[src/source/mcl_pkg.sv]
// ----------------------------------------------------------------------
// shared widths, AXI-lite response codes, register map, write FSM states
// ----------------------------------------------------------------------

package mcl_pkg;

  // host side word
  localparam int WORD_W = 32;

  typedef logic [WORD_W-1:0] word_t;
  typedef logic [31:0]       axil_addr_t;
  typedef logic [1:0]        axil_resp_t;

  // AXI-lite responses in use
  localparam axil_resp_t RESP_OKAY   = 2'b00;
  localparam axil_resp_t RESP_SLVERR = 2'b10;

  // ------------------------------------------------------------------
  // register map, byte offsets
  // ------------------------------------------------------------------
  localparam axil_addr_t REG_TX_DATA = 32'h0000_0000;
  localparam axil_addr_t REG_RX_DATA = 32'h0000_0004;
  localparam axil_addr_t REG_STATUS  = 32'h0000_0008;

  // status word bit positions
  localparam int STAT_TX_READY_BIT = 0;
  localparam int STAT_RX_VALID_BIT = 1;

  // write channel FSM
  typedef enum logic [1:0] {
    WR_IDLE,
    WR_WAIT_TX,
    WR_RESP
  } wr_state_e;

endpackage

[src/source/word_stream_if.sv]
// ----------------------------------------------------------------------
// 32-bit word stream with valid/ready between register slave and datapath
// ----------------------------------------------------------------------

interface word_stream_if;

  import mcl_pkg::*;

  // word offered by the source
  logic  v;
  word_t data;

  // sink can take the word this cycle
  logic  ready;

  // a word moves when v and ready are both high
  // v stays up with stable data until the word is taken

  // producer side
  modport src (
    output v,
    output data,
    input  ready
  );

  // consumer side
  modport snk (
    input  v,
    input  data,
    output ready
  );

endinterface
[src/source/mcl_axil_adapter.sv]
// ----------------------------------------------------------------------
// AXI-lite to message link bridge, top level
// ----------------------------------------------------------------------

module mcl_axil_adapter #(
  parameter int mcl_width_p   = 128,
  parameter int rx_fifo_els_p = 8
) (
  input  logic                                clk_i,
  input  logic                                rst_i,
  // AXI-lite slave from the host shell
  input  mcl_pkg::axil_addr_t                 s_axil_awaddr_i,
  input  logic                                s_axil_awvalid_i,
  output logic                                s_axil_awready_o,
  input  mcl_pkg::word_t                      s_axil_wdata_i,
  input  logic                                s_axil_wvalid_i,
  output logic                                s_axil_wready_o,
  output mcl_pkg::axil_resp_t                 s_axil_bresp_o,
  output logic                                s_axil_bvalid_o,
  input  logic                                s_axil_bready_i,
  input  mcl_pkg::axil_addr_t                 s_axil_araddr_i,
  input  logic                                s_axil_arvalid_i,
  output logic                                s_axil_arready_o,
  output mcl_pkg::word_t                      s_axil_rdata_o,
  output mcl_pkg::axil_resp_t                 s_axil_rresp_o,
  output logic                                s_axil_rvalid_o,
  input  logic                                s_axil_rready_i,
  // message link, receive
  input  logic                                mcl_v_i,
  input  logic [mcl_width_p-1:0]              mcl_data_i,
  output logic                                mcl_r_o,
  // message link, send
  output logic                                mcl_v_o,
  output logic [mcl_width_p-1:0]              mcl_data_o,
  input  logic                                mcl_r_i,
  output logic [$clog2(rx_fifo_els_p+1)-1:0]  rcv_vacancy_o
);

  // word streams around the register slave
  word_stream_if tx_ws ();
  word_stream_if rx_ws ();

  // FIFO head to unpacker
  logic                   msg_v;
  logic [mcl_width_p-1:0] msg_data;
  logic                   msg_ready;

  mcl_axil_regs u_regs (
    .clk_i     (clk_i),
    .rst_i     (rst_i),
    .awaddr_i  (s_axil_awaddr_i),
    .awvalid_i (s_axil_awvalid_i),
    .awready_o (s_axil_awready_o),
    .wdata_i   (s_axil_wdata_i),
    .wvalid_i  (s_axil_wvalid_i),
    .wready_o  (s_axil_wready_o),
    .bresp_o   (s_axil_bresp_o),
    .bvalid_o  (s_axil_bvalid_o),
    .bready_i  (s_axil_bready_i),
    .araddr_i  (s_axil_araddr_i),
    .arvalid_i (s_axil_arvalid_i),
    .arready_o (s_axil_arready_o),
    .rdata_o   (s_axil_rdata_o),
    .rresp_o   (s_axil_rresp_o),
    .rvalid_o  (s_axil_rvalid_o),
    .rready_i  (s_axil_rready_i),
    .tx_o      (tx_ws.src),
    .rx_i      (rx_ws.snk)
  );

  mcl_tx_packer #(
    .mcl_width_p (mcl_width_p)
  ) u_tx_packer (
    .clk_i      (clk_i),
    .rst_i      (rst_i),
    .tx_i       (tx_ws.snk),
    .mcl_v_o    (mcl_v_o),
    .mcl_data_o (mcl_data_o),
    .mcl_r_i    (mcl_r_i)
  );

  mcl_rx_buffer #(
    .mcl_width_p   (mcl_width_p),
    .rx_fifo_els_p (rx_fifo_els_p)
  ) u_rx_buffer (
    .clk_i         (clk_i),
    .rst_i         (rst_i),
    .mcl_v_i       (mcl_v_i),
    .mcl_data_i    (mcl_data_i),
    .mcl_r_o       (mcl_r_o),
    .msg_v_o       (msg_v),
    .msg_data_o    (msg_data),
    .msg_ready_i   (msg_ready),
    .rcv_vacancy_o (rcv_vacancy_o)
  );

  mcl_rx_unpacker #(
    .mcl_width_p (mcl_width_p)
  ) u_rx_unpacker (
    .clk_i       (clk_i),
    .rst_i       (rst_i),
    .msg_v_i     (msg_v),
    .msg_data_i  (msg_data),
    .msg_ready_o (msg_ready),
    .rx_o        (rx_ws.src)
  );

endmodule

[src/source/mcl_axil_regs.sv]
// ----------------------------------------------------------------------
// AXI-lite register slave: tx data push, rx data pop, status read
// ----------------------------------------------------------------------

module mcl_axil_regs (
  input  logic                  clk_i,
  input  logic                  rst_i,
  // write address / data / response
  input  mcl_pkg::axil_addr_t   awaddr_i,
  input  logic                  awvalid_i,
  output logic                  awready_o,
  input  mcl_pkg::word_t        wdata_i,
  input  logic                  wvalid_i,
  output logic                  wready_o,
  output mcl_pkg::axil_resp_t   bresp_o,
  output logic                  bvalid_o,
  input  logic                  bready_i,
  // read address / data
  input  mcl_pkg::axil_addr_t   araddr_i,
  input  logic                  arvalid_i,
  output logic                  arready_o,
  output mcl_pkg::word_t        rdata_o,
  output mcl_pkg::axil_resp_t   rresp_o,
  output logic                  rvalid_o,
  input  logic                  rready_i,
  // word streams
  word_stream_if.src            tx_o,
  word_stream_if.snk            rx_i
);

  import mcl_pkg::*;

  wr_state_e  wr_state_r;
  logic       aw_w_ready_r;
  logic       bvalid_r;
  axil_resp_t bresp_r;
  word_t      wdata_r;

  logic       arready_r;
  logic       rvalid_r;
  logic       rd_take;
  word_t      rdata_r;
  axil_resp_t rresp_r;
  word_t      rd_data_n;
  axil_resp_t rd_resp_n;
  word_t      status_w;

  // ----------------------------------------------------------------------
  // write channel
  // ----------------------------------------------------------------------

  // aw and w are always taken together in one pulse
  always_ff @(posedge clk_i) begin
    if (rst_i) begin
      wr_state_r   <= WR_IDLE;
      aw_w_ready_r <= 1'b0;
      bvalid_r     <= 1'b0;
    end else begin
      case (wr_state_r)
        WR_IDLE: begin
          if (awvalid_i && wvalid_i) begin
            if (awaddr_i == REG_TX_DATA) begin
              wr_state_r <= WR_WAIT_TX;
            end else begin
              // unmapped or read-only target, answer right away
              aw_w_ready_r <= 1'b1;
              wr_state_r   <= WR_RESP;
            end
          end
        end
        WR_WAIT_TX: begin
          // packer back-pressure holds the host here
          if (tx_o.ready) begin
            aw_w_ready_r <= 1'b1;
            wr_state_r   <= WR_RESP;
          end
        end
        WR_RESP: begin
          aw_w_ready_r <= 1'b0;
          // bvalid one cycle after the ready pulse
          if (aw_w_ready_r) begin
            bvalid_r <= 1'b1;
          end else if (bvalid_r && bready_i) begin
            bvalid_r   <= 1'b0;
            wr_state_r <= WR_IDLE;
          end
        end
        default: wr_state_r <= WR_IDLE;
      endcase
    end
  end

  // response code and word captured at decode
  always_ff @(posedge clk_i) begin
    if (wr_state_r == WR_IDLE && awvalid_i && wvalid_i) begin
      bresp_r <= (awaddr_i == REG_TX_DATA) ? RESP_OKAY : RESP_SLVERR;
      wdata_r <= wdata_i;
    end
  end

  assign tx_o.v    = (wr_state_r == WR_WAIT_TX);
  assign tx_o.data = wdata_r;

  assign awready_o = aw_w_ready_r;
  assign wready_o  = aw_w_ready_r;
  assign bvalid_o  = bvalid_r;
  assign bresp_o   = bresp_r;

  // ----------------------------------------------------------------------
  // read channel
  // ----------------------------------------------------------------------

  // address accepted on the arready pulse
  assign rd_take    = arready_r & arvalid_i;
  // pop only on an accepted rx data read
  assign rx_i.ready = rd_take & (araddr_i == REG_RX_DATA);

  always_comb begin
    status_w                    = '0;
    status_w[STAT_TX_READY_BIT] = tx_o.ready;
    status_w[STAT_RX_VALID_BIT] = rx_i.v;
  end

  // read decode
  always_comb begin
    rd_data_n = '0;
    rd_resp_n = RESP_SLVERR;
    case (araddr_i)
      REG_RX_DATA: begin
        // empty pop gives zero with an error
        if (rx_i.v) begin
          rd_data_n = rx_i.data;
          rd_resp_n = RESP_OKAY;
        end
      end
      REG_STATUS: begin
        rd_data_n = status_w;
        rd_resp_n = RESP_OKAY;
      end
      default: ;
    endcase
  end

  always_ff @(posedge clk_i) begin
    if (rst_i) begin
      arready_r <= 1'b0;
      rvalid_r  <= 1'b0;
    end else begin
      if (arready_r) begin
        arready_r <= 1'b0;
      end else if (arvalid_i && !rvalid_r) begin
        arready_r <= 1'b1;
      end
      if (rd_take) begin
        rvalid_r <= 1'b1;
      end else if (rvalid_r && rready_i) begin
        rvalid_r <= 1'b0;
      end
    end
  end

  // held until rready
  always_ff @(posedge clk_i) begin
    if (rd_take) begin
      rdata_r <= rd_data_n;
      rresp_r <= rd_resp_n;
    end
  end

  assign arready_o = arready_r;
  assign rvalid_o  = rvalid_r;
  assign rdata_o   = rdata_r;
  assign rresp_o   = rresp_r;

endmodule

[src/source/mcl_rx_buffer.sv]
// ----------------------------------------------------------------------
// rx message FIFO on the link input, with the host credit counter
// ----------------------------------------------------------------------

module mcl_rx_buffer #(
  parameter int mcl_width_p   = 128,
  parameter int rx_fifo_els_p = 8
) (
  input  logic                                   clk_i,
  input  logic                                   rst_i,
  // link input
  input  logic                                   mcl_v_i,
  input  logic [mcl_width_p-1:0]                 mcl_data_i,
  output logic                                   mcl_r_o,
  // head of FIFO toward the unpacker
  output logic                                   msg_v_o,
  output logic [mcl_width_p-1:0]                 msg_data_o,
  input  logic                                   msg_ready_i,
  // free entries seen by the shell
  output logic [$clog2(rx_fifo_els_p+1)-1:0]     rcv_vacancy_o
);

  localparam int ptr_w_lp = (rx_fifo_els_p > 1) ? $clog2(rx_fifo_els_p) : 1;
  localparam int cnt_w_lp = $clog2(rx_fifo_els_p + 1);

  typedef logic [mcl_width_p-1:0] msg_t;
  typedef logic [ptr_w_lp-1:0]    ptr_t;
  typedef logic [cnt_w_lp-1:0]    cnt_t;

  msg_t mem_r [rx_fifo_els_p];
  ptr_t wr_ptr_r;
  ptr_t rd_ptr_r;
  cnt_t count_r;
  cnt_t credit_r;
  logic enq;
  logic deq;

  assign mcl_r_o = (count_r != cnt_t'(rx_fifo_els_p));
  assign msg_v_o = (count_r != '0);
  assign enq     = mcl_v_i & mcl_r_o;
  assign deq     = msg_v_o & msg_ready_i;

  // storage
  always_ff @(posedge clk_i) begin
    if (enq) begin
      mem_r[wr_ptr_r] <= mcl_data_i;
    end
  end

  assign msg_data_o = mem_r[rd_ptr_r];

  // pointers wrap at depth, depth need not be a power of two
  always_ff @(posedge clk_i) begin
    if (rst_i) begin
      wr_ptr_r <= '0;
      rd_ptr_r <= '0;
      count_r  <= '0;
    end else begin
      if (enq) begin
        wr_ptr_r <= (wr_ptr_r == ptr_t'(rx_fifo_els_p - 1)) ? '0 : wr_ptr_r + 1'b1;
      end
      if (deq) begin
        rd_ptr_r <= (rd_ptr_r == ptr_t'(rx_fifo_els_p - 1)) ? '0 : rd_ptr_r + 1'b1;
      end
      if (enq && !deq) begin
        count_r <= count_r + 1'b1;
      end else if (deq && !enq) begin
        count_r <= count_r - 1'b1;
      end
    end
  end

  // ----------------------------------------------------------------------
  // credits: start full, down on enqueue, up on hand-off
  // ----------------------------------------------------------------------
  always_ff @(posedge clk_i) begin
    if (rst_i) begin
      credit_r <= cnt_t'(rx_fifo_els_p);
    end else if (enq && !deq) begin
      credit_r <= credit_r - 1'b1;
    end else if (deq && !enq) begin
      credit_r <= credit_r + 1'b1;
    end
  end

  assign rcv_vacancy_o = credit_r;

endmodule

[src/source/mcl_rx_unpacker.sv]
// ----------------------------------------------------------------------
// rx unpacker: wide message out as 32-bit words, lowest first
// ----------------------------------------------------------------------

module mcl_rx_unpacker #(
  parameter int mcl_width_p = 128
) (
  input  logic                   clk_i,
  input  logic                   rst_i,
  input  logic                   msg_v_i,
  input  logic [mcl_width_p-1:0] msg_data_i,
  output logic                   msg_ready_o,
  word_stream_if.src             rx_o
);

  import mcl_pkg::*;

  localparam int words_lp = mcl_width_p / WORD_W;
  localparam int idx_w_lp = (words_lp > 1) ? $clog2(words_lp) : 1;

  typedef logic [mcl_width_p-1:0] msg_t;
  typedef logic [idx_w_lp-1:0]    idx_t;

  msg_t msg_r;
  idx_t idx_r;
  logic full_r;
  logic msg_take;
  logic word_take;

  // one message held at a time
  assign msg_ready_o = ~full_r;
  assign msg_take    = msg_v_i & msg_ready_o;
  assign word_take   = rx_o.v & rx_o.ready;

  // load, then shift down a word per pop
  always_ff @(posedge clk_i) begin
    if (msg_take) begin
      msg_r <= msg_data_i;
    end else if (word_take) begin
      msg_r <= msg_r >> WORD_W;
    end
  end

  always_ff @(posedge clk_i) begin
    if (rst_i) begin
      full_r <= 1'b0;
      idx_r  <= '0;
    end else if (msg_take) begin
      full_r <= 1'b1;
      idx_r  <= '0;
    end else if (word_take) begin
      if (idx_r == idx_t'(words_lp - 1)) begin
        // last word gone, free for next message
        full_r <= 1'b0;
        idx_r  <= '0;
      end else begin
        idx_r <= idx_r + 1'b1;
      end
    end
  end

  assign rx_o.v    = full_r;
  assign rx_o.data = msg_r[WORD_W-1:0];

endmodule

[src/source/mcl_tx_packer.sv]
// ----------------------------------------------------------------------
// tx packer: 32-bit host words into one wide link message
// ----------------------------------------------------------------------

module mcl_tx_packer #(
  parameter int mcl_width_p = 128
) (
  input  logic                   clk_i,
  input  logic                   rst_i,
  word_stream_if.snk             tx_i,
  output logic                   mcl_v_o,
  output logic [mcl_width_p-1:0] mcl_data_o,
  input  logic                   mcl_r_i
);

  import mcl_pkg::*;

  localparam int words_lp = mcl_width_p / WORD_W;
  localparam int cnt_w_lp = (words_lp > 1) ? $clog2(words_lp) : 1;

  typedef logic [mcl_width_p-1:0] msg_t;
  typedef logic [cnt_w_lp-1:0]    cnt_t;

  msg_t msg_r;
  cnt_t cnt_r;
  logic msg_v_r;
  logic word_take;

  // stall the word stream while a full message waits
  assign tx_i.ready = ~msg_v_r;
  assign word_take  = tx_i.v & tx_i.ready;

  // fill from the bottom, first word lowest
  always_ff @(posedge clk_i) begin
    if (word_take) begin
      msg_r[cnt_r*WORD_W +: WORD_W] <= tx_i.data;
    end
  end

  always_ff @(posedge clk_i) begin
    if (rst_i) begin
      cnt_r   <= '0;
      msg_v_r <= 1'b0;
    end else begin
      if (word_take) begin
        if (cnt_r == cnt_t'(words_lp - 1)) begin
          // group complete, offer next cycle
          cnt_r   <= '0;
          msg_v_r <= 1'b1;
        end else begin
          cnt_r <= cnt_r + 1'b1;
        end
      end else if (msg_v_r && mcl_r_i) begin
        msg_v_r <= 1'b0;
      end
    end
  end

  assign mcl_v_o    = msg_v_r;
  assign mcl_data_o = msg_r;

endmodule

[config.mk]
export PLATFORM = sky130hd
export DESIGN_NAME = mcl_axil_adapter
export DESIGN_NICKNAME = d
export VERILOG_FILES = /design/src/source/mcl_pkg.sv /design/src/source/word_stream_if.sv /design/src/source/mcl_axil_adapter.sv /design/src/source/mcl_axil_regs.sv /design/src/source/mcl_rx_buffer.sv /design/src/source/mcl_rx_unpacker.sv /design/src/source/mcl_tx_packer.sv
export SDC_FILE = /design/constraint.sdc
export NUM_CORES = 1
export LEC_CHECK = 0
export BUFFER_PORTS_ARGS = -buffer_cell sky130_fd_sc_hd__buf_2
export CAP_MARGIN = 20
export CORE_ASPECT_RATIO = 1.75
export CORE_MARGIN = 5
export CORE_UTILIZATION = 35
export CTS_CLUSTER_SIZE = 25
export DETAILED_ROUTE_END_ITERATION = 10
export GPL_TIMING_DRIVEN = 0
export PLACE_DENSITY = 0.52
export RECOVER_POWER = 25
export SETUP_SLACK_MARGIN = 0.1
export SKIP_LAST_GASP = 1
export SLEW_MARGIN = 20
export SYNTH_ARGS = -nofsm -noshare
export SYNTH_HDL_FRONTEND = slang
export SYNTH_SLANG_ARGS = --single-unit
[constraint.sdc]
create_clock -name clk_i -period 19.85 [get_ports clk_i]
set_input_delay 1.985 -clock clk_i [delete_from_list [all_inputs] [get_ports clk_i]]
set_output_delay 1.985 -clock clk_i [all_outputs]
set_load 0.03 [all_outputs]
==> impl.org, run 1 <==
** Clock network
- Number of clock buffers inserted by TritonCTS :: 132
- In this run, post-CTS hold repair placed 0 buffers.
- Clock tree from TritonCTS :: built
- Total clock sinks :: 1375
- After clock tree synthesis, the repair step resized 0 gates.
- Maximum clock insertion buffer count :: 3
- Number of setup buffers added after CTS :: 0
- The clock reaches the later pin of the worst-skew pair after 760 ps.
- Htree depth :: 4
- Clock-pin slew was measured on the worst setup and hold paths at 60 ps.
- The root buffer cell chosen for the clock tree is sky130_fd_sc_hd__clkbuf_16.

** Floorplan
- After floorplanning, the core was divided into between 150 and 200 placement rows.
- For this design the top-level I/O count stands at 408.
- Area of the die :: 157000 sq um
- For this configuration, the core starts out at a cell density of 35.1%.
- The die is 520 microns tall.
- The region available for standard cell placement spans around 150000 sq um.
- From left edge to right edge, the die measures 301 microns.

** Placement
- Routability-driven placement finished with a final weighted congestion of 0.893.
- After legalization and detailed placement, the total HPWL measured 108 mm.
- IO Port Bufs :: 404

** Power and ir drop
- Share of total power consumed by net switching :: 27.1%
- In this run, flip-flops and latches consume 46.0% of the power.
- Logic pwr share :: about a fifth
- Summed over all cells, the static leakage comes to 20.3 nW.
- Power per cell area :: 125 nW/um^2
- Overall power consumption :: 7.86 mW
- Fraction of power consumed by the clock network :: 33.2%
- NetSw :: 2.13 mW
- Internal power comes to 5.73 mW.
- Maximum vdd ir drop :: 99.2 uV

** Setup path
- Longest individual stage delay on the worst path :: between 600 and 700 ps
- In this run the worst path has a maximum fanout of 41.
- The critical path contains buffers and inverters numbering 4 combined.
- Arrival time of the worst setup path :: 5150 ps
- By startpoint and endpoint, the worst setup path is classified as in -> reg.
- The worst setup path is captured at a register.
- The largest individual stage delay along the critical path comes from the cell sky130_fd_sc_hd__nor3b_2.
- Most used cell along the critical path :: sky130_fd_sc_hd__buf_16
- Data required time at the worst endpoint :: around 20000 ps
- Startpoint class of the critical path :: primary input
- Traced cell by cell, the critical path runs through buf_2 > nor4_1 > nand4_1 > nor3b_2 > and2_1 > or2_4 > buf_16 > buf_16 > buf_12.
- Worst setup slack for register-to-register paths :: about 16000 ps
- Among cell families on the critical path, the largest total delay comes from simple AND/OR/NAND/NOR gates.

** Yosys
- The most used flip-flop cell after synthesis is sky130_fd_sc_hd__edfxtp_1.
- Main area contributors after synthesis :: sky130_fd_sc_hd__edfxtp_1 (78%), sky130_fd_sc_hd__mux4_2 (11%), sky130_fd_sc_hd__mux2i_1 (2.5%)
- Top-count cell post-synth :: sky130_fd_sc_hd__edfxtp_1
- Synth Register Bits :: about 1400
- The synthesized netlist occupies a cell area of 51900 sq um.
- The Yosys step of the flow raised 0 warnings.
- Yosys top cell area share :: 77.8%
- In this run, synthesis inferred 1346 flip-flops with an integrated enable.
- In this run, distinct cell masters in the synthesized netlist total 48.
- After technology mapping, the gate count stands at between 2000 and 2500.
- Synthesized area per cell :: 21.2 sq um
- Yosys top cell by area :: sky130_fd_sc_hd__edfxtp_1
- After synthesis, the share of flip-flops with an asynchronous set or reset is 0%.
- By count the netlist is led by sky130_fd_sc_hd__edfxtp_1 (1346), sky130_fd_sc_hd__mux4_2 (256), sky130_fd_sc_hd__and2_1 (162), sky130_fd_sc_hd__mux2i_1 (132), sky130_fd_sc_hd__nand2_1 (116).
- Post-synthesis sequential area ratio :: 78.9%

** Routing
- Detailed-route vias per instance :: about 4.9
- Antenna viol nets, final :: 0
- The final route contains 26000 vias.
- DRC errors left :: 0
- The pre-antenna-repair detailed-routing pass consisted of 5 iterations.
- After detailed routing, the total wire length is 145 mm.
- Starting DRT DRC Count :: 1704
- DR WL/cell :: 27.6 microns

** Timing
- Setup repair after global routing left no endpoint under its margin.
- In the finished design, the share of the clock period the worst path needs comes to 23.7%.
- The final max-slew violation count came to 0.
- The number of endpoints with negative hold slack in the final report came to 0.
- On the final layout, the worst clock skew is roughly 30 ps.
- Final hold analysis gives a worst-case slack of 458 ps.
- Measured against its own limit, the worst slew margin works out to about a fifth.
- Achievable Freq :: 0.212 GHz
- Clock period minus worst slack :: roughly 4700 ps
- Count of final setup violators :: 0
- Transition time at the pin with the least slew margin :: approximately 1200 ps

** Cells and area
- Layout Area Growth over Synthesis :: 20.7%
- Fraction of layout cells with a size suffix above 1 :: 31.1%
- Cells fill 42.4% of the core in the end.
- Fill count :: 13100
- Number of nets at the end of the flow :: 3394

** GRT
- The number of global-route vias before repair came to 27700.
- The first global-routing pass estimated 206 mm of wire.
- The number of antenna violations at the first check in global routing was 83.
- Maximum number of pins on one net before global-route repair :: 42
- Total routing resource utilization after global routing :: 18.3%
- The total overflow left after global routing is 0.

** Worst hold path
- The worst hold path belongs to the class reg -> reg.

** Job
- Count of max-cap constraint violations :: 0

** Run status
- Run status :: finished, final reports clean
==> worst reg2reg max path, stage by stage (launching register included) <==
cell	delay [ps]
sky130_fd_sc_hd__dfxtp_1	370
sky130_fd_sc_hd__nor4_2	630
sky130_fd_sc_hd__nor2_2	160
sky130_fd_sc_hd__inv_2	190
sky130_fd_sc_hd__buf_4	280
sky130_fd_sc_hd__buf_6	250
sky130_fd_sc_hd__buf_4	340
sky130_fd_sc_hd__ha_1	220
sky130_fd_sc_hd__clkbuf_1	360
sky130_fd_sc_hd__inv_2	90
sky130_fd_sc_hd__ha_1	370
sky130_fd_sc_hd__a21oi_1	90
sky130_fd_sc_hd__nor2_1	100
sky130_fd_sc_hd__a21oi_1	50
sky130_fd_sc_hd__o221ai_1	240
sky130_fd_sc_hd__mux2_2	360
==> routing by layer <==
| metal | share of wire, % | routed length, microns | track usage, % | vias up |
|---|---|---|---|---|
| met5 | 0.35 | 513 | 0 | - |
| met4 | 2.5 | 3660 | 4.79 | 76 |
| met3 | 8.1 | 11800 | 6.10 | 277 |
| met2 | 54 | 78000 | 34.0 | 880 |
| met1 | 35 | 51000 | 19.9 | 13400 |
| li1 | - | - | - | 11300 |
==> cell type report <==
type | count | area (sq um) | share of cell area, %
diodes | 26 | 65.1 | 0.104
plain buffers | 120 | 798 | 1.27
clock buffers | 159 | 3490 | 5.57
clock inverters | 79 | 981 | 1.57
inverters | 11 | 41.3 | 0.0659
multi-input cells | 942 | 10200 | 16.2
flip-flops and latches | 1375 | 41000 | 65.4
well taps | 1984 | 2480 | 3.96
repair buffers | 563 | 3640 | 5.82
==> stage by stage <==
step                instances  setup TNS [ps]  instance area, sq um  worst slack, ps
floorplan                2448               0                 51900             4710
global placement         4836        -3144210                 56500           -11130
detailed placement       4995               0                 58300            14140
CTS                      5233               0                 62700            14950
global route             5236               0                 62600            14970
finish                   5259               0                 62700            15140
==> state kept, by name (all words and copies together), names as in the netlist, named ones only <==
signal / count
u_regs.arready_o: 1
u_regs.awready_o: 1
u_regs.bresp_o: 1
u_regs.bvalid_o: 1
u_regs.rdata_o: 32
u_regs.rresp_o: 1
u_regs.rvalid_o: 1
u_regs.tx_o.data: 32
u_regs.wr_state_r: 2
u_rx_buffer.count_r: 4
u_rx_buffer.mem_r: 1024
u_rx_buffer.rcv_vacancy_o: 4
u_rx_buffer.rd_ptr_r: 3
u_rx_buffer.wr_ptr_r: 3
u_rx_unpacker.idx_r: 2
u_rx_unpacker.msg_r: 128
u_rx_unpacker.rx_o.v: 1
u_tx_packer.cnt_r: 2
u_tx_packer.mcl_data_o: 128
u_tx_packer.mcl_v_o: 1
==> cells by family after synthesis <==
family / Yosys count / share of synthesized area (%)
other: 1 / 0.00722
flip-flops: 1375 / 78.9
AO/OA/AOI/OAI: 130 / 1.32
multiplexers: 389 / 13.7
AND/OR/NAND/NOR: 398 / 3.97
buffers and inverters: 131 / 1.61
XOR/XNOR: 7 / 0.118
adder cells (fa/ha/maj): 16 / 0.385
==> power by group through the flow <==
stage          clock [mW]  sequential, mW  combinational (mW)
4_1_cts              2.68            3.61                1.69
2_1_floorplan           0            3.69                1.05
5_1_grt              2.79            3.63                1.77
3_5_place_dp            0            3.67                1.69
3_3_place_gp            0            3.78                1.61
6_report             2.61            3.61                1.64
==> cells in the final DEF, fill, tap and decap left out, types with 4 or more instances in the layout <==
cell type and count:
sky130_fd_sc_hd__edfxtp_1 1346, sky130_fd_sc_hd__buf_2 355, sky130_fd_sc_hd__mux4_2 256, sky130_fd_sc_hd__and2_1 161
sky130_fd_sc_hd__clkbuf_1 158, sky130_fd_sc_hd__clkbuf_16 136, sky130_fd_sc_hd__mux2i_1 132, sky130_fd_sc_hd__nand2_1 116
sky130_fd_sc_hd__buf_4 100, sky130_fd_sc_hd__o21ai_1 97, sky130_fd_sc_hd__nor2_1 58, sky130_fd_sc_hd__buf_6 49
sky130_fd_sc_hd__dfxtp_1 29, sky130_fd_sc_hd__diode_2 26, sky130_fd_sc_hd__clkinv_1 23, sky130_fd_sc_hd__bufinv_16 20
sky130_fd_sc_hd__a21oi_1 18, sky130_fd_sc_hd__buf_16 18, sky130_fd_sc_hd__ha_1 16, sky130_fd_sc_hd__clkinv_2 16
sky130_fd_sc_hd__buf_12 16, sky130_fd_sc_hd__nor4_1 15, sky130_fd_sc_hd__inv_1 9, sky130_fd_sc_hd__nor2b_1 7
sky130_fd_sc_hd__buf_1 7, sky130_fd_sc_hd__clkinvlp_4 7, sky130_fd_sc_hd__inv_6 6, sky130_fd_sc_hd__nand4_1 5
sky130_fd_sc_hd__nor3_2 5, sky130_fd_sc_hd__nor3_1 4, sky130_fd_sc_hd__and3_2 4, sky130_fd_sc_hd__xnor2_1 4
sky130_fd_sc_hd__o21ai_0 4
==> path summary, 6_finish.rpt <==
| check | startpoint | end | cells past startpoint |
|---|---|---|---|
| worst min register to register | u_regs.rvalid_o | u_regs.arready_o | 1 |
| worst min-delay path | u_regs.rvalid_o | u_regs.arready_o | 1 |
| worst max register to register | u_rx_buffer.count_r[0] | u_rx_buffer.count_r[3] | 15 |
| worst max-delay path | s_axil_araddr_i[10] | u_rx_unpacker.msg_r[81] | 9 |
(Power assumes the default switching activity.)
==> run 2, diff against run 1 <==
--- a/config.mk
+++ b/config.mk
@@ -13,7 +13,7 @@
 export CTS_CLUSTER_SIZE = 25
 export DETAILED_ROUTE_END_ITERATION = 10
 export GPL_TIMING_DRIVEN = 0
-export PLACE_DENSITY = 0.52
+export PLACE_DENSITY = 0.54
 export RECOVER_POWER = 25
 export SETUP_SLACK_MARGIN = 0.1
 export SKIP_LAST_GASP = 1
==> constraint.sdc (replaced) <==
create_clock -name clk_i -period 3.8 [get_ports clk_i]
set_input_delay 0.38 -clock clk_i [delete_from_list [all_inputs] [get_ports clk_i]]
set_output_delay 0.38 -clock clk_i [all_outputs]
set_load 0.03 [all_outputs]
==> impl.org, run 2 (synthesis results as in run 1) <==
** Run status
- The flow ran to the end, and the final reports show no timing, DRC or antenna violations.

** Cells and area
- The library cell used most frequently in the layout, excluding fill and tap cells, is sky130_fd_sc_hd__edfxtp_1.
- Excluding fillers, the count of instances in the completed layout stands at ~5400.
- Cells with a size suffix above 1 make up 28.9% of the layout.
- Relative to the synthesized area, the layout overhead comes to 24.0%.
- Once layout is done, the placed cells without fillers occupy 64400 sq um.
- The register with the most flip-flops in the layout has 1024 of them.
- Leaving out fill and tap cells, the most frequent cells in the layout are sky130_fd_sc_hd__edfxtp_1 (1346), sky130_fd_sc_hd__buf_2 (339), sky130_fd_sc_hd__mux4_2 (256), sky130_fd_sc_hd__dlygate4sd3_1 (166), sky130_fd_sc_hd__and2_1 (161).
- At the end of the flow, the number of nets in the layout was ~3500.
- Most flops, register :: u_rx_buffer.mem_r

** GRT
- Global-route wire length before repair :: 196 mm
- Aggregate global routing overflow :: 0
- Total routing resource utilization after global routing :: between 15 and 20%
- The number of global-route vias before repair is 27400.
- Initial antenna violation count :: 47
- Maximum number of pins on one net before global-route repair :: 40

** Routing
- First-pass DRT Iterations :: 7
- The final route contains 26000 vias.
- Starting DRT DRC Count :: 1486
- DR WL/cell :: approximately 26 microns
- The detail route stage leaves a number of antenna-violating nets equal to 0.
- After detailed routing, the total wire length is 138 mm.
- In the routed layout, each cell is associated on average with a via count of 4.84.
- After detailed routing, the number of remaining DRC violations is 0.

** Placement
- Post-DP HPWL :: 100 mm
- OpenSTA, run right after detailed placement, puts the worst setup slack at -617 ps.
- In this run the tool buffered the top-level ports with 404 buffer cells.
- Final GP Congestion :: a little under 0.8
- Including well taps, the total number of placed cells is around 4900.
- Placed Area :: 58400 sq um

** Worst hold path
- Worst min path class :: in -> reg
- Worst Hold Launch :: s_axil_awvalid_i

** Timing
- Final critical-path setup slack :: around 240 ps
- Setup repair after global routing missed its margin :: no
- Of the available clock period, the critical path in the final layout requires 93.6%.
- The final max-slew violation count was 0.
- Final Hold Violating Endpoints :: 0
- On the final layout, the worst hold slack is 88.3 ps.
- Clock period minus worst slack :: 3560 ps
- Max-slew headroom :: 28.4%
- For the pin with the worst max-slew slack, the measured transition is around 1100 ps.
- On the final layout, the worst clock skew is 23.6 ps.
- For this run, the top clock speed supported by timing is 0.281 GHz.
- Count of final setup violators :: 0

** Power and ir drop
- Maximum vdd ir drop :: 506 uV
- Lkg Pwr :: 20.8 nW
- Power per cell area :: 636 nW/um^2

** Job
- Max-cap violations in this run came to 0.

** Setup path
- At the worst endpoint, the arrival time is between 3000 and 4000 ps.
- The critical path is of the in -> reg type.
- Data required time at the worst endpoint :: between 4000 and 5000 ps
- Kind of capture point of the worst setup path :: register
- Max FO, Critical Path :: 39
- Startpoint of the lowest-slack register-to-register path :: u_rx_buffer.count_r[3]
- Tracing the worst setup path back leads to its startpoint at s_axil_araddr_i[30].
- STA classifies the critical path startpoint as a primary input.

** Clock network
- Htree depth :: 4
- Clock latency of the later-clocked register in the worst-skew pair :: around 770 ps
- Number of clock buffers inserted by TritonCTS :: approximately 130
- After clock tree synthesis, the setup repair step added 0 buffers.
- Clock tree synthesis selected as its root buffer the cell sky130_fd_sc_hd__clkbuf_16.
- Clock tree from TritonCTS :: built
- The longest clock path from root to sink contains 3 buffers.
- Clock-pin slew was measured on the worst setup and hold paths at 70 ps.
- Total clock sinks :: 1375

** Floorplan
- # IOs :: 408
- In this run the horizontal extent of the chip is 301 microns.
- DIE HEIGHT :: 520 microns
- Starting Density :: 35.1%
- Area of the core :: approximately 150000 sq um
- The die covers 157000 sq um.
- The floorplan has 187 rows.
run 2: cell count changes in the layout (fill, tap and decap cells not counted), moves of 5 or more:
| cell | previous run | this run |
|---|---|---|
| sky130_fd_sc_hd__dlygate4sd3_1 | 0 | 166 |
| sky130_fd_sc_hd__clkinvlp_4 | 7 | 2 |
| sky130_fd_sc_hd__clkbuf_8 | 0 | 5 |
| sky130_fd_sc_hd__buf_6 | 49 | 58 |
| sky130_fd_sc_hd__bufinv_16 | 20 | 15 |
| sky130_fd_sc_hd__buf_4 | 100 | 13 |
| sky130_fd_sc_hd__diode_2 | 26 | 21 |
| sky130_fd_sc_hd__buf_8 | 0 | 48 |
| sky130_fd_sc_hd__buf_2 | 355 | 339 |
run 2: metal layers:
metal	wire length [microns]	GRT usage (%)	share of wire, %	up-vias
met4	4720	5.62	3.4	38
li1	-	-	-	11500
met3	7620	4.07	5.5	232
met2	73100	31.7	53	818
met1	51900	19.9	38	13400
met5	253	0	0.18	-
run 2: through the flow:
step                      setup TNS, ps  power, mW  util [%]
after floorplan                 -448840       24.6         -
after global placement         -3870060       27.9      38.3
after detailed placement         -46630       28.0      39.5
after CTS                             0       41.6      43.6
after global routing                  0       42.7      43.5
final                                 0       41.0      43.6
run 2: path summary, 6_finish.rpt:
path / to / slack [ps] / cells after the start
setup / recovery: u_rx_unpacker.msg_r[22] / 240 / 8
hold / removal: u_regs.tx_o.data[19] / 90 / 3
setup reg to reg: u_rx_buffer.count_r[3] / 260 / 15
hold reg to reg: u_regs.arready_o / 460 / 1
run 2: layout make-up:
cell class	count	area (sq um)
inverters	11	41.3
well taps	1984	2480
diodes	21	52.6
flip-flops and latches	1375	41000
clock buffers	163	3470
repair buffers	680	5400
clock inverters	77	908
multi-input cells	942	10200
plain buffers	120	807
fillers	13000	83500
run 2: critical path, stage by stage:
cell and delay [ps]:
sky130_fd_sc_hd__buf_2 140, sky130_fd_sc_hd__nor4_1 720, sky130_fd_sc_hd__nand4_1 520, sky130_fd_sc_hd__nor3b_2 710, sky130_fd_sc_hd__and2_1 320, sky130_fd_sc_hd__or2_4 530
sky130_fd_sc_hd__buf_12 300, sky130_fd_sc_hd__buf_16 270
run 2: timing repair:
item	CTS	global route
hold endpoints to repair	1063	0
hold buffers	166	0
endpoints found under the setup margin	2	1
gates resized for setup	3	1
run 2: where the power goes:
group / leakage (nW) / internal (mW) / switching [mW]
clock network: 2.14 / 7.61 / 5.75
registers: 12.5 / 18.4 / 0.461
logic: 6.22 / 3.69 / 5.03
total: 20.8 / 29.7 / 11.2
==> run 3, diff against run 2 <==
--- a/config.mk
+++ b/config.mk
@@ -9,15 +9,16 @@
 export CAP_MARGIN = 20
 export CORE_ASPECT_RATIO = 1.75
 export CORE_MARGIN = 5
-export CORE_UTILIZATION = 35
+export CORE_UTILIZATION = 45
 export CTS_CLUSTER_SIZE = 25
 export DETAILED_ROUTE_END_ITERATION = 10
 export GPL_TIMING_DRIVEN = 0
-export PLACE_DENSITY = 0.54
+export PLACE_DENSITY = 0.66
 export RECOVER_POWER = 25
 export SETUP_SLACK_MARGIN = 0.1
 export SKIP_LAST_GASP = 1
 export SLEW_MARGIN = 20
 export SYNTH_ARGS = -nofsm -noshare
 export SYNTH_HDL_FRONTEND = slang
+export SYNTH_HIERARCHICAL = 1
 export SYNTH_SLANG_ARGS = --single-unit
==> impl.org, run 3 <==
** Yosys
- For this run, the number of Yosys warnings is 6.
- Summed over its instances, the top area cell type makes up 75.8% of the synthesized netlist area.
- Top-count cell post-synth :: sky130_fd_sc_hd__edfxtp_1
- Counting flops with a built-in enable in the synthesized netlist gives between 1000 and 1500.
- Dividing the synthesized area by the synthesized cell count gives approximately 22 sq um.
- Yosys attributes the largest share of cell area to sky130_fd_sc_hd__edfxtp_1 (76%), sky130_fd_sc_hd__mux4_2 (7.8%), sky130_fd_sc_hd__mux2_2 (4.1%).
- Share of synthesized flip-flops with an asynchronous set or reset :: 0%
- Synth Register Bits :: 1375
- List of most frequent post-synthesis cells :: sky130_fd_sc_hd__edfxtp_1 (1346), sky130_fd_sc_hd__mux2_2 (196), sky130_fd_sc_hd__mux4_2 (184), sky130_fd_sc_hd__and2_1 (104), sky130_fd_sc_hd__mux4_1 (72)
- Counting distinct cell types in the post-synthesis netlist gives 59.
- Yosys top cell by area :: sky130_fd_sc_hd__edfxtp_1
- After synthesis the cells add up to 53400 sq um.
- Count of mapped cells out of synthesis :: 2400
- Among all flip-flop cells after synthesis, the most frequent one is sky130_fd_sc_hd__edfxtp_1.
- Summing the sequential cell areas from Yosys gives between 70% and 80% of the chip area.

** Timing
- Across all hold checks on the routed design, the worst slack comes to 54.7 ps.
- The routed design could run at a clock period as short as around 3300 ps.
- The final max-slew violation count came to 0.
- Count of final setup violators :: 0
- Setup repair after global routing missed its margin :: no
- Final Hold Violating Endpoints :: 0
- Post-route setup TNS :: 0 ps
- The worst pin sits at a relative slew slack of 39.2%.
- Worst Skew :: 32.6 ps
- The final critical path takes up 85.7% of the cycle.
- For the pin with the worst max-slew slack, the measured transition is 911 ps.
- For this run, the top clock speed supported by timing is 0.307 GHz.

** Cells and area
- After the last flow step, the layout net total stands at 3446.
- Fraction of layout cells with a size suffix above 1 :: 34.4%
- In the layout the commonest cells are sky130_fd_sc_hd__edfxtp_1 (1346), sky130_fd_sc_hd__buf_2 (316), sky130_fd_sc_hd__mux2_2 (196), sky130_fd_sc_hd__mux4_2 (184), sky130_fd_sc_hd__dlygate4sd3_1 (164).
- The register with the most flip-flops in the layout has a little over 1000 of them.
- The library cell used most frequently in the layout, excluding fill and tap cells, is sky130_fd_sc_hd__edfxtp_1.
- Counting flops per register, the top entry is u_rx_buffer/mem_r.
- After filler insertion, the fill cell instance count of the layout stands at 8893.
- From synthesis to final layout, the design area changed by 21.5%.

** Setup path
- The most numerous cell type found on the critical path is sky130_fd_sc_hd__ha_1.
- For this run, the slowest stage of the critical path takes between 600 and 700 ps.
- The setup path with the least slack is of type reg -> reg.
- Startpoint class of the critical path :: register
- On the critical path, the stage with the largest delay is an instance of sky130_fd_sc_hd__or4_1.
- The critical path crosses 9 cells after its start point.
- Kind of capture point of the worst setup path :: register
- Max FO, Critical Path :: 8
- The critical path goes through or4_1 > nand2_1 > ha_1 > buf_2 > inv_1 > ha_1 > a21o_1 > a2111oi_0 > mux2_2.
- Arrival time of the worst setup path :: 3900 ps
- For the worst flop-to-flop path, the logic depth is 9.
- The number of buffers and inverters on the critical path is 2.
- The kind of cell with the highest combined delay along the critical path is simple AND/OR/NAND/NOR gates.
- At the worst endpoint, the required time is 4440 ps.

** Power and ir drop
- Registers are responsible for 46.3% of the overall power.
- Internal power comes to 30.4 mW.
- Across the VDD grid, the largest voltage drop is 412 uV.
- Power per cell area :: between 600 and 700 nW/um^2
- The clock network is responsible for 30.5% of the overall power.
- NetSw :: 10.7 mW
- Combinational cells account for 23.3% of the total power.
- In this run switching power makes up a little over a quarter of total power.
- Lkg Pwr :: 21.5 nW

** Placement
- At the end of routability-driven placement, the weighted congestion stood at 0.903.
- Summed over all nets, the half-perimeter wirelength after detailed placement is approximately 96 mm.
- IO Port Bufs :: 405

** Routing
- Using the TritonRoute via totals, the vias-per-cell ratio works out to 5.51.
- Before antenna repair, the detailed router went through 7 iterations.
- Starting DRT DRC Count :: between 2000 and 2500
- DRT Wirelength :: 134 mm
- DR WL/cell :: about 28 microns
- Across all layers, the routed design uses approximately 27000 vias.
- In this run the remaining antenna-violating nets after routing total 0.
- For this run, design rule violations remaining after detail routing come to 0.

** Clock network
- Htree depth :: 3
- Number of setup buffers added after CTS :: 0
- The clock passes through at most 3 buffers.
- Clock transition at the register clock pins on the worst setup and hold paths after CTS :: 70 ps
- Counting the buffers created by CTS gives 119.
- CTS resizes :: 0
- Total clock sinks :: 1375
- TritonCTS built the clock tree.
- Clock latency of the later-clocked register in the worst-skew pair :: 750 ps
- Root Driver :: sky130_fd_sc_hd__clkbuf_16

** Floorplan
- X dimension of the die :: 270 microns
- Area of the die :: approximately 130000 sq um
- Starting Density :: 45.2%
- The initialized floorplan defines 167 standard-cell rows.
- The core region is 118000 sq um.
- DIE HEIGHT :: 466 microns
- # IOs :: 408

** GRT
- For this run the aggregate overflow at the end of global routing stands at 0.
- The first global-routing pass estimated 194 mm of wire.
- The number of antenna violations at the first check in global routing is 33.
- Global routing used 21.0% of the available tracks.
- The number of global-route vias before repair was 28300.
- Entering global routing, the biggest net connects 38 pins.

** Job
- Max-cap violations in this run came to 0.

** Worst hold path
- Along the worst hold path, the cell count comes to 4.
- The path class of the tightest hold or removal check is in -> reg.

** Run status
- The flow ran to the end, and the final reports show no timing, DRC or antenna violations.
[run 3: cell count changes after synthesis, moves of 58 or more]
cell and change:
sky130_fd_sc_hd__mux2_2 +195, sky130_fd_sc_hd__mux2i_1 -126, sky130_fd_sc_hd__o21ai_1 -96, sky130_fd_sc_hd__nand2_1 -80, sky130_fd_sc_hd__mux4_1 +72, sky130_fd_sc_hd__mux4_2 -72, sky130_fd_sc_hd__and3_1 +59, sky130_fd_sc_hd__and2_1 -58
[run 3: path summary, 6_finish.rpt]
kind         slack, ps              startpoint                       to
max reg2reg        540  u_rx_buffer/count_r[1]   u_rx_buffer/count_r[3]
min                 50                 mcl_v_i  u_rx_buffer/wr_ptr_r[2]
min reg2reg        450        u_regs/arready_o         u_regs/arready_o
max                540  u_rx_buffer/count_r[1]   u_rx_buffer/count_r[3]
[run 3: repair_timing]
item | in CTS | in global routing
hold buffers | 164 | 0
setup endpoints to repair | 0 | 1
hold endpoints to repair | 1060 | 0
[run 3: per-layer routing]
layer  up-vias  wire length, microns  global-route usage (%)
li1      11500                     -                       -
met2      1049                 71400                    38.6
met3       220                  8040                    3.93
met4        24                  4980                    8.06
met5         -                   155                       0
met1     13900                 49000                    24.4
[run 3: power by group through the flow]
stage	Combinational, mW	Clock, mW	Sequential (mW)
floorplan	6.40	0	19.2
global placement	8.81	0	19.3
detailed placement	9.50	0	19.4
CTS	9.72	12.8	19.0
global route	10.1	13.3	19.1
finish	9.56	12.5	19.0
[run 3: cell families after synthesis]
kind of cell / count (synthesis) / synth area share [%]
flip-flops: 1375 / 76.8
AO/OA/AOI/OAI: 39 / 0.446
multiplexers: 487 / 16.4
buffers and inverters: 157 / 2.40
AND/OR/NAND/NOR: 317 / 3.40
other: 1 / 0.00703
XOR/XNOR: 5 / 0.0821
adder cells (fa/ha/maj): 19 / 0.446
[run 3: metrics by stage]
stage / power, mW / util (%) / setup slack (ps) / area [sq um] / std cells
final: 41.1 / 54.9 / 542 / 64800 / 4841
after global routing: 42.6 / 54.9 / 406 / 64800 / 4833
after CTS: 41.5 / 55.0 / 247 / 64900 / 4821
after detailed placement: 28.9 / 50.1 / -98.6 / 59200 / 4431
after global placement: 28.1 / 48.6 / -5870 / 57400 / 4327
after floorplan: 25.6 / - / -1440 / 53500 / 2401
[run 3: worst reg2reg max path: stages, from the launching register on]
cell                        delay (ps)
sky130_fd_sc_hd__dfxtp_2           350
sky130_fd_sc_hd__or4_1             650
sky130_fd_sc_hd__nand2_1           260
sky130_fd_sc_hd__ha_1              180
sky130_fd_sc_hd__buf_2             200
sky130_fd_sc_hd__inv_1             110
sky130_fd_sc_hd__ha_1              340
sky130_fd_sc_hd__a21o_1            180
sky130_fd_sc_hd__a2111oi_0         490
sky130_fd_sc_hd__mux2_2            390
[run 3: final cells by class]
type	instances	area, sq um	share of cell area, %
Sequential cell	1375	41000	63.2
Multi-Input combinational cell	869	11200	17.3
Timing Repair Buffer	673	5330	8.22
Clock buffer	147	3170	4.88
Tap cell	1521	1900	2.94
Buffer	145	1240	1.91
Clock inverter	79	900	1.39
Antenna cell	21	52.6	0.0811
Inverter	11	41.3	0.0637
